**config.mk**
```make
export PLATFORM = sky130hd
export DESIGN_NAME = fpAddSub
export DESIGN_NICKNAME = d
export VERILOG_FILES = /design/src/verilog/fpAddSubPkg.sv /design/src/verilog/fpAddSub.sv /design/src/verilog/fpRoundPack.sv /design/src/verilog/fpNormalize.sv /design/src/verilog/fpMantAdd.sv /design/src/verilog/fpAlign.sv /design/src/verilog/fpUnpack.sv
export VERILOG_INCLUDE_DIRS = /design/src /design/src/verilog
export SDC_FILE = /design/constraint.sdc
export NUM_CORES = 1
export LEC_CHECK = 0
export BUFFER_PORTS_ARGS = -buffer_cell sky130_fd_sc_hd__buf_2
export CORE_ASPECT_RATIO = 1.5
export CORE_MARGIN = 10
export CORE_UTILIZATION = 25
export DETAILED_ROUTE_END_ITERATION = 10
export SYNTH_ARGS = -nofsm -noshare
export SYNTH_HDL_FRONTEND = slang
export SYNTH_SLANG_ARGS = --single-unit
```
**constraint.sdc**
```tcl
create_clock -name clk -period 4.9 [get_ports clk]
set_input_delay 1.225 -clock clk [delete_from_list [all_inputs] [get_ports clk]]
set_output_delay 1.225 -clock clk [all_outputs]
set_load 0.05 [all_outputs]
```
**src/verilog/fpAddSub_defs.svh**
```systemverilog
`ifndef FP_ADD_SUB_DEFS_SVH
`define FP_ADD_SUB_DEFS_SVH

// binary16 layout

`define FP_WIDTH 16 // Sign + exponent + mantissa

`define FP_EXP 5 // Exponent field

`define FP_MAN 10 // Stored mantissa, hidden bit not counted

`define FP_BIAS 15 // Exponent bias

// Guard, round and sticky bits kept below the significand
// while the smaller operand is aligned
`define FP_GRS 3

// Input strobe to output strobe, one cycle per stage
`define FP_LATENCY 5

`endif
```
**src/verilog/fpAddSubPkg.sv**
```systemverilog
`include "fpAddSub_defs.svh"

package fpAddSubPkg;

	typedef logic [`FP_WIDTH-1:0] fpWord; // One encoded binary16 value

	// IEEE exception flags, no divide-by-zero for add/sub
	typedef struct packed {
		logic overflow;
		logic underflow;
		logic invalid;
		logic inexact;
	} fpFlags;

	// Result forced by the last stage
	typedef enum logic [1:0] {
		none,
		nan,
		infinity
	} specialKind;

	// Stage 1 to stage 2
	typedef struct packed {
		logic [`FP_MAN:0] bigSig; // Larger significand incl. hidden bit
		logic [`FP_MAN:0] smallSig; // Smaller significand incl. hidden bit
		logic [`FP_EXP-1:0] commonExp; // Exponent of larger operand
		logic [3:0] shift; // Alignment distance, saturated at 14
		logic sign; // Sign of larger operand
		logic effSub; // Signs differ after applying operation
		specialKind special;
		logic specialSign;
	} unpackedOp;

	// Stage 2 to stage 3
	typedef struct packed {
		logic [`FP_MAN:0] bigSig;
		logic [`FP_MAN+`FP_GRS:0] smallSig; // Shifted, GRS bits at the bottom
		logic [`FP_EXP-1:0] commonExp;
		logic [3:0] shift;
		logic sign;
		logic effSub;
		specialKind special;
		logic specialSign;
	} alignedOp;

	// Stage 3 to stage 4
	typedef struct packed {
		logic [`FP_MAN+`FP_GRS+1:0] sum; // Carry, hidden, mantissa, GRS
		logic [`FP_EXP-1:0] commonExp;
		logic sign;
		logic zero; // Sum is exactly zero
		specialKind special;
		logic specialSign;
	} sumOp;

	// Stage 4 to stage 5
	typedef struct packed {
		logic [`FP_MAN-1:0] mant; // Normalized, hidden bit dropped
		logic guard;
		logic sticky; // Round and sticky merged
		logic signed [6:0] normExp; // May leave the 1..30 range
		logic sign;
		logic zero;
		specialKind special;
		logic specialSign;
	} normOp;

endpackage

```
**src/verilog/fpAddSub.sv**
```systemverilog
`timescale 1ns/100ps
`include "fpAddSub_defs.svh"

module fpAddSub (
	input logic clk,
	input logic rst,
	input logic inValid, // One operation per strobe
	input fpAddSubPkg::fpWord a,
	input fpAddSubPkg::fpWord b,
	input logic operation, // 0 add, 1 subtract
	output logic outValid, // FP_LATENCY cycles after inValid
	output fpAddSubPkg::fpWord result,
	output fpAddSubPkg::fpFlags flags
);
	import fpAddSubPkg::*;

	logic stValid; // Unpack -> align
	unpackedOp stOp;
	logic alValid; // Align -> add
	alignedOp alOp;
	logic smValid; // Add -> normalize
	sumOp smOp;
	logic nmValid; // Normalize -> round
	normOp nmOp;

	// Classify, swap, compute shift
	fpUnpack unpack (.clk(clk), .rst(rst), .inValid(inValid), .a(a), .b(b),
		.operation(operation), .stValid(stValid), .stOut(stOp));

	// Right shift with sticky
	fpAlign align (.clk(clk), .rst(rst), .stValid(stValid), .stIn(stOp),
		.alValid(alValid), .alOut(alOp));

	// Effective add or subtract
	fpMantAdd mantAdd (.clk(clk), .rst(rst), .alValid(alValid), .alIn(alOp),
		.smValid(smValid), .smOut(smOp));

	// Leading one, shift, exponent fix
	fpNormalize normalize (.clk(clk), .rst(rst), .smValid(smValid), .smIn(smOp),
		.nmValid(nmValid), .nmOut(nmOp));

	fpRoundPack roundPack (
		.clk(clk),
		.rst(rst),
		.nmValid(nmValid),
		.nmIn(nmOp),
		.outValid(outValid),
		.result(result),
		.flags(flags)
	); // RNE, overflow/flush, specials, flags

endmodule

```
**src/verilog/fpRoundPack.sv**
```systemverilog
`timescale 1ns/100ps
`include "fpAddSub_defs.svh"

module fpRoundPack (
	input logic clk,
	input logic rst,
	input logic nmValid,
	input fpAddSubPkg::normOp nmIn,
	output logic outValid,
	output fpAddSubPkg::fpWord result, // Holds between strobes
	output fpAddSubPkg::fpFlags flags
);
	import fpAddSubPkg::*;

	logic lostBits; // Anything below the mantissa LSB
	logic roundUp;
	logic [`FP_MAN:0] roundSig; // Top bit is the rounding carry
	logic signed [6:0] finalExp;
	fpWord nextResult;
	fpFlags nextFlags;

	always_comb begin
		lostBits = nmIn.guard | nmIn.sticky;
		// Nearest, ties to even
		roundUp = nmIn.guard & (nmIn.sticky | nmIn.mant[0]);
		roundSig = {1'b0, nmIn.mant} + {{`FP_MAN{1'b0}}, roundUp};
		// All-ones mantissa rounding up bumps the exponent, mantissa wraps to zero
		finalExp = nmIn.normExp + $signed({6'b000000, roundSig[`FP_MAN]});

		nextResult = '0;
		nextFlags = '0;
		if (nmIn.special == nan) begin
			nextResult = {1'b0, {`FP_EXP{1'b1}}, 1'b1, {(`FP_MAN-1){1'b0}}}; // 7E00
			nextFlags.invalid = 1'b1;
		end else if (nmIn.special == infinity) begin
			nextResult = {nmIn.specialSign, {`FP_EXP{1'b1}}, {`FP_MAN{1'b0}}}; // Exact, no flags
		end else if (nmIn.zero) begin
			nextResult = {nmIn.sign, {(`FP_WIDTH-1){1'b0}}};
		end else if (finalExp >= 7'sd31) begin
			// Exponent field would reach the reserved all-ones code
			nextResult = {nmIn.sign, {`FP_EXP{1'b1}}, {`FP_MAN{1'b0}}};
			nextFlags.overflow = 1'b1;
			nextFlags.inexact = 1'b1;
		end else if (finalExp < 7'sd1) begin
			nextResult = {nmIn.sign, {(`FP_WIDTH-1){1'b0}}}; // Flush to signed zero
			nextFlags.underflow = 1'b1;
			nextFlags.inexact = 1'b1;
		end else begin
			nextResult = {nmIn.sign, finalExp[`FP_EXP-1:0], roundSig[`FP_MAN-1:0]};
			nextFlags.inexact = lostBits;
		end
	end

	always_ff @(posedge clk) begin
		if (rst) begin
			outValid <= 1'b0;
			result <= '0;
			flags <= '0;
		end else begin
			outValid <= nmValid;
			if (nmValid) begin
				result <= nextResult;
				flags <= nextFlags;
			end
		end
	end

endmodule

```
**src/verilog/fpNormalize.sv**
```systemverilog
`timescale 1ns/100ps
`include "fpAddSub_defs.svh"

module fpNormalize (
	input logic clk,
	input logic rst,
	input logic smValid,
	input fpAddSubPkg::sumOp smIn,
	output logic nmValid,
	output fpAddSubPkg::normOp nmOut
);
	import fpAddSubPkg::*;

	logic [3:0] lzCount; // Zeros above the leading one, below carry
	logic [`FP_MAN+`FP_GRS:0] leftSig; // Sum without carry, shifted up
	logic signed [6:0] expIn;
	normOp next;

	always_comb begin
		// Priority search, highest set bit wins
		lzCount = 4'd0;
		for (int i = 0; i <= `FP_MAN + `FP_GRS; i++) begin
			if (smIn.sum[i])
				lzCount = 4'(`FP_MAN + `FP_GRS - i);
		end
		leftSig = smIn.sum[`FP_MAN+`FP_GRS:0] << lzCount;
		expIn = $signed({2'b00, smIn.commonExp});

		if (smIn.sum[`FP_MAN+`FP_GRS+1]) begin
			// Carry out, shift right by one
			next.mant = smIn.sum[`FP_MAN+`FP_GRS:`FP_GRS+1];
			next.guard = smIn.sum[`FP_GRS];
			next.sticky = |smIn.sum[`FP_GRS-1:0];
			next.normExp = expIn + 7'sd1;
		end else begin
			// Large shifts only after near cancellation, sticky is clear then
			next.mant = leftSig[`FP_MAN+`FP_GRS-1:`FP_GRS];
			next.guard = leftSig[`FP_GRS-1];
			next.sticky = |leftSig[`FP_GRS-2:0];
			next.normExp = expIn - $signed({3'b000, lzCount}); // May go below 1
		end

		next.sign = smIn.sign;
		next.zero = smIn.zero;
		next.special = smIn.special;
		next.specialSign = smIn.specialSign;
	end

	always_ff @(posedge clk) begin
		if (rst)
			nmValid <= 1'b0;
		else
			nmValid <= smValid;
	end

	always_ff @(posedge clk) begin
		if (smValid)
			nmOut <= next;
	end

endmodule

```
**src/verilog/fpMantAdd.sv**
```systemverilog
`timescale 1ns/100ps
`include "fpAddSub_defs.svh"

module fpMantAdd (
	input logic clk,
	input logic rst,
	input logic alValid,
	input fpAddSubPkg::alignedOp alIn,
	output logic smValid,
	output fpAddSubPkg::sumOp smOut
);
	import fpAddSubPkg::*;

	logic [`FP_MAN+`FP_GRS+1:0] bigWide; // Leading zero leaves room for carry
	logic [`FP_MAN+`FP_GRS+1:0] smallWide;
	logic [`FP_MAN+`FP_GRS+1:0] rawSum;
	sumOp next;

	always_comb begin
		bigWide = {1'b0, alIn.bigSig, {`FP_GRS{1'b0}}};
		smallWide = {1'b0, alIn.smallSig};
		// Ordered by magnitude, so the difference is never negative
		rawSum = alIn.effSub ? (bigWide - smallWide) : (bigWide + smallWide);

		next.sum = rawSum;
		next.commonExp = alIn.commonExp;
		next.zero = ~(|rawSum);
		next.sign = alIn.sign & (|rawSum); // Cancellation gives +0
		next.special = alIn.special;
		next.specialSign = alIn.specialSign;
	end

	always_ff @(posedge clk) begin
		if (rst)
			smValid <= 1'b0;
		else
			smValid <= alValid;
		if (alValid)
			smOut <= next;
	end

endmodule

```
**src/verilog/fpAlign.sv**
```systemverilog
`timescale 1ns/100ps
`include "fpAddSub_defs.svh"

module fpAlign (
	input logic clk,
	input logic rst,
	input logic stValid,
	input fpAddSubPkg::unpackedOp stIn,
	output logic alValid,
	output fpAddSubPkg::alignedOp alOut
);
	import fpAddSubPkg::*;

	logic [`FP_MAN+`FP_GRS:0] wideSig; // Small significand plus empty GRS
	logic [`FP_MAN+`FP_GRS:0] shiftedSig;
	logic [`FP_MAN+`FP_GRS:0] lostMask; // Ones where bits fall off
	logic sticky;
	alignedOp next;

	always_comb begin
		wideSig = {stIn.smallSig, {`FP_GRS{1'b0}}};
		shiftedSig = wideSig >> stIn.shift; // Barrel shifter, 0..14
		lostMask = ~({(`FP_MAN+`FP_GRS+1){1'b1}} << stIn.shift);
		sticky = |(wideSig & lostMask);

		next.bigSig = stIn.bigSig;
		// Anything shifted out is folded into the LSB
		next.smallSig = {shiftedSig[`FP_MAN+`FP_GRS:1], shiftedSig[0] | sticky};
		next.commonExp = stIn.commonExp;
		next.shift = stIn.shift;
		next.sign = stIn.sign;
		next.effSub = stIn.effSub;
		next.special = stIn.special;
		next.specialSign = stIn.specialSign;
	end

	always_ff @(posedge clk) begin
		if (rst)
			alValid <= 1'b0;
		else
			alValid <= stValid;
	end

	always_ff @(posedge clk) begin
		if (stValid)
			alOut <= next;
	end

endmodule

```
**src/verilog/fpUnpack.sv**
```systemverilog
`timescale 1ns/100ps
`include "fpAddSub_defs.svh"

module fpUnpack (
	input logic clk,
	input logic rst,
	input logic inValid,
	input fpAddSubPkg::fpWord a,
	input fpAddSubPkg::fpWord b,
	input logic operation,
	output logic stValid,
	output fpAddSubPkg::unpackedOp stOut
);
	import fpAddSubPkg::*;

	logic [`FP_EXP-1:0] expA, expB;
	logic signA, signB; // signB already flipped for subtract
	logic nanA, nanB, infA, infB;
	logic [`FP_MAN:0] sigA, sigB; // Zero when exponent is zero
	logic [`FP_EXP+`FP_MAN-1:0] magA, magB;
	logic aBig; // A has the larger or equal magnitude
	logic [`FP_EXP-1:0] expDiff;
	unpackedOp next;

	always_comb begin
		expA = a[`FP_WIDTH-2:`FP_MAN];
		expB = b[`FP_WIDTH-2:`FP_MAN];
		signA = a[`FP_WIDTH-1];
		signB = b[`FP_WIDTH-1] ^ operation; // a - b == a + (-b)
		nanA = (&expA) & (|a[`FP_MAN-1:0]);
		nanB = (&expB) & (|b[`FP_MAN-1:0]);
		infA = (&expA) & ~(|a[`FP_MAN-1:0]);
		infB = (&expB) & ~(|b[`FP_MAN-1:0]);
		// Exponent zero reads as zero, subnormals flushed
		sigA = (expA == '0) ? '0 : {1'b1, a[`FP_MAN-1:0]};
		sigB = (expB == '0) ? '0 : {1'b1, b[`FP_MAN-1:0]};
		magA = (expA == '0) ? '0 : a[`FP_WIDTH-2:0];
		magB = (expB == '0) ? '0 : b[`FP_WIDTH-2:0];
		aBig = magA >= magB; // Exponent then mantissa in one compare
		expDiff = aBig ? (expA - expB) : (expB - expA);

		next.bigSig = aBig ? sigA : sigB;
		next.smallSig = aBig ? sigB : sigA;
		next.commonExp = aBig ? expA : expB;
		// Past 14 every bit lands in sticky
		next.shift = (expDiff > 5'd14) ? 4'd14 : expDiff[3:0];
		next.sign = aBig ? signA : signB;
		next.effSub = signA ^ signB;

		next.specialSign = 1'b0;
		if (nanA | nanB | (infA & infB & (signA ^ signB))) begin
			next.special = nan; // Includes inf - inf
		end else if (infA) begin
			next.special = infinity;
			next.specialSign = signA;
		end else if (infB) begin
			next.special = infinity;
			next.specialSign = signB;
		end else begin
			next.special = none;
		end
	end

	always_ff @(posedge clk) begin
		if (rst)
			stValid <= 1'b0;
		else
			stValid <= inValid;
		if (inValid)
			stOut <= next; // Payload only moves with a strobe
	end

endmodule

```
==> impl_metrics.ini <==
[layout]
final_cells = 1421
drive_gt1_frac = 0.128
fin_nets = 1029
area_growth_syn_to_layout_pct = 16.3
diodes = 0

[clock_tree]
clockBufferDepth = 2
root_buffer = clkbuf_16
path_clk_slew_ns = 0.06
cts_hold_buffers = 0
cts_tree = built
worstSkewPairLatency_ns = 0.42
cts_resized = 0
htreeDepth = 4
cts_sinks = 145
numCtsBuffers = 17
postCtsSetupRepairBufs = 0

[synthesis]
synth_edf_count = 120
yosysSeqAreaShare = 0.465
ys_warn_count = 0
synth_fp_nets = 981
yosys_most_used_dff = edfxtp_1
yosysUniqueCellTypes = 70
synthArstFlopShare = 0
ys_seq_elements = 145
synth.avg_cell_area_sq_um = 9.95
syn_inst = 887
syn-cell-area_sq_um = 8830

[run]
drv_cap = 0

[sta]
worst_pin_slew_ns = 1.13
final-setup-viol-count = 0
fin_tns_setup_ns = 0
rsz0062_at_grt = false
slew_viol_final = 0
final_hold_viol_count = 0
skew_ns = 0.00725
maxSlewHeadroom = 0.241
max_freq_mhz = 254
period_needed_ns = 3.94
finalCritPeriodShare = 0.805

[grt]
grt_util_all_layers = 0.0916
use_met2 = 0.166
grt_max_degree = 38
grt.busiest_layer = met2
grt_pass1_wl_um = 32900
grt_pass1_vias = 6706
gr-total-overflow = 0
antenna_found_initial = 0
met1_usage = 0.100
grtUsageMet3 = 0.0215

[worst_setup_path]
cp.required_ns = 5.07
crit_type = input pin to flip-flop
path_depth = 13
cp.arrival_ns = 4.12
max_stage_delay_ns = 0.46
ff2ff_path_depth = 15
critPathLaunchType = input pin
rrSetupSlack_ns = 1.32
crit_buf_inv = 3
cp_cell_sequence = buf_2 > nor4_1 > nand2_1 > buf_4 > and2_1 > ha_1 > a21o_1 > a21o_1 > a21oi_1 > o21ai_1 > nor2_2 > buf_4 > mux2_2
cpMaxStageDelayCell = nor4_1
worstPathMaxFanout = 13
cp_top_family = simple AND/OR/NAND/NOR gates
end_kind = flip-flop

[placement]
dpl.hpwl_um = 15600
globalplace.congestion = 0.900
dp.cells = 1389
port_buffers = 56

[worst_hold_path]
hold_depth = 0
min_path_type = flip-flop to flip-flop

[die]
fp.dieH_um = 250
rows = 84
die-area_sq_um = 43400
fp.dieW_um = 173
start_util = 0.252
core_sq_um = 35000
num_io_pins = 57

[power_and_ir_drop]
finalPower_uw = 3530
ir_worst_vdd_mv = 0.206
p_leak_uw = 0.00396
powerDensity_nw_per_um2 = 343

[routing]
wire_per_inst_um = 13.9
first_pass_iters = 4
vias = 6592
drc = 0
ant_nets = 0
drt-total-wl_um = 19800
dr.first_iter.drc_count = 322
via_per_inst = 4.64

[status]
status = finished, final reports clean
-- registers in the layout, summed over array words and instances (netlist names) --
signal,count
unpack.stOut,36
align.alOut,35
mantAdd.smOut,25
normalize.nmOut,24
roundPack.result,16
roundPack.flags,4
align.alValid,1
mantAdd.smValid,1
normalize.nmValid,1
roundPack.outValid,1
unpack.stValid,1
-- routing by layer --
| layer | vias up | part of all wire |
|---|---|---|
| met3 | 23 | 0.038 |
| met1 | 3092 | 0.42 |
| met4 | 0 | 0.024 |
| met2 | 129 | 0.52 |
| met5 | - | 0 |
| li1 | 3348 | - |
-- cells in the final DEF, fill, tap and decap left out, drive strengths merged, types with 6 or more instances in the layout --
cell type,count
a21oi,64
mux2,8
buf,68
dfxtp,25
nor4,11
nor2b,27
nand2b,11
xnor2,22
o21bai,6
nor2,71
mux2i,32
o31ai,12
xor2,13
clkinv,6
inv,55
o22ai,8
nand3,23
and2,19
ha,54
nand2,73
nor3,14
o21ai,68
a21o,11
and3,9
a221oi,6
edfxtp,120
o2bb2ai,7
clkbuf,18
-- cell usage after synthesis (all sizes together), types with 3 or more instances --
master / number / area share
a211oi: 5 / 0.0043
nand2: 73 / 0.031
clkbuf: 33 / 0.014
a21o: 11 / 0.0095
o2bb2ai: 7 / 0.0069
a22oi: 5 / 0.0043
nand4: 5 / 0.0035
xnor2: 22 / 0.022
edfxtp: 120 / 0.41
and2: 19 / 0.013
or4: 3 / 0.0026
nor2b: 27 / 0.019
nor3b: 5 / 0.0043
mux2: 8 / 0.010
o21bai: 6 / 0.0051
dfxtp: 25 / 0.057
nand2b: 11 / 0.0086
o211ai: 5 / 0.0043
a31o: 4 / 0.0040
a221oi: 6 / 0.0060
o21a: 3 / 0.0026
fa: 4 / 0.0091
nand3: 23 / 0.013
ha: 54 / 0.077
mux2i: 32 / 0.036
buf: 6 / 0.0035
nor4: 11 / 0.0078
a21oi: 64 / 0.037
and3: 9 / 0.0064
o21ai: 68 / 0.039
nor2: 71 / 0.030
xor2: 13 / 0.013
a31oi: 5 / 0.0035
a32oi: 3 / 0.0030
o31ai: 12 / 0.010
o221ai: 3 / 0.0030
inv: 51 / 0.022
nor3: 14 / 0.0079
o31a: 4 / 0.0040
o22ai: 8 / 0.0057
-- final timing paths --
path / startpoint / endpoint
min reg2reg: mantAdd.smOut[1] / normalize.nmOut[1]
max: a[11] / unpack.stOut[13]
max reg2reg: normalize.nmOut[13] / roundPack.result[8]
min: mantAdd.smOut[1] / normalize.nmOut[1]
-- where the power goes --
part / internal, uW / switching [uW] / total, uW
logic: 262 / 361 / 623
registers: 1450 / 78.8 / 1530
clock network: 861 / 516 / 1380
total: 2570 / 956 / 3530
-- through the flow --
stage                     instance area, sq um  hold WS (ns)  setup slack (ns)   util
after floorplan                           8830         0.400             0.708      -
after global placement                    9640         0.405             0.550  0.275
after detailed placement                  9640         0.405             0.520  0.275
after CTS                                10300         0.419             0.975  0.293
after global routing                     10300         0.429             0.738  0.293
final                                    10300         0.418             0.958  0.293
-- logic make-up after synthesis --
group                      synth area share
AOI/OAI and AO/OA                     0.174
xor gates and xnor gates             0.0347
adders and majority gates            0.0856
buffers and inverters                0.0401
DFF                                   0.465
muxes                                0.0465
and+or+nand+nor                       0.154
-- area by class of cell --
| type | count | area (sq um) |
|---|---|---|
| Fill cell | 3634 | 24700 |
| Multi-Input combinational cell | 650 | 4370 |
| Sequential cell | 145 | 4100 |
| Tap cell | 473 | 592 |
| Clock buffer | 18 | 429 |
| Timing Repair Buffer | 68 | 370 |
| Clock inverter | 14 | 204 |
| Inverter | 53 | 199 |
No activity file was read; power rests on OpenSTA's default activity.
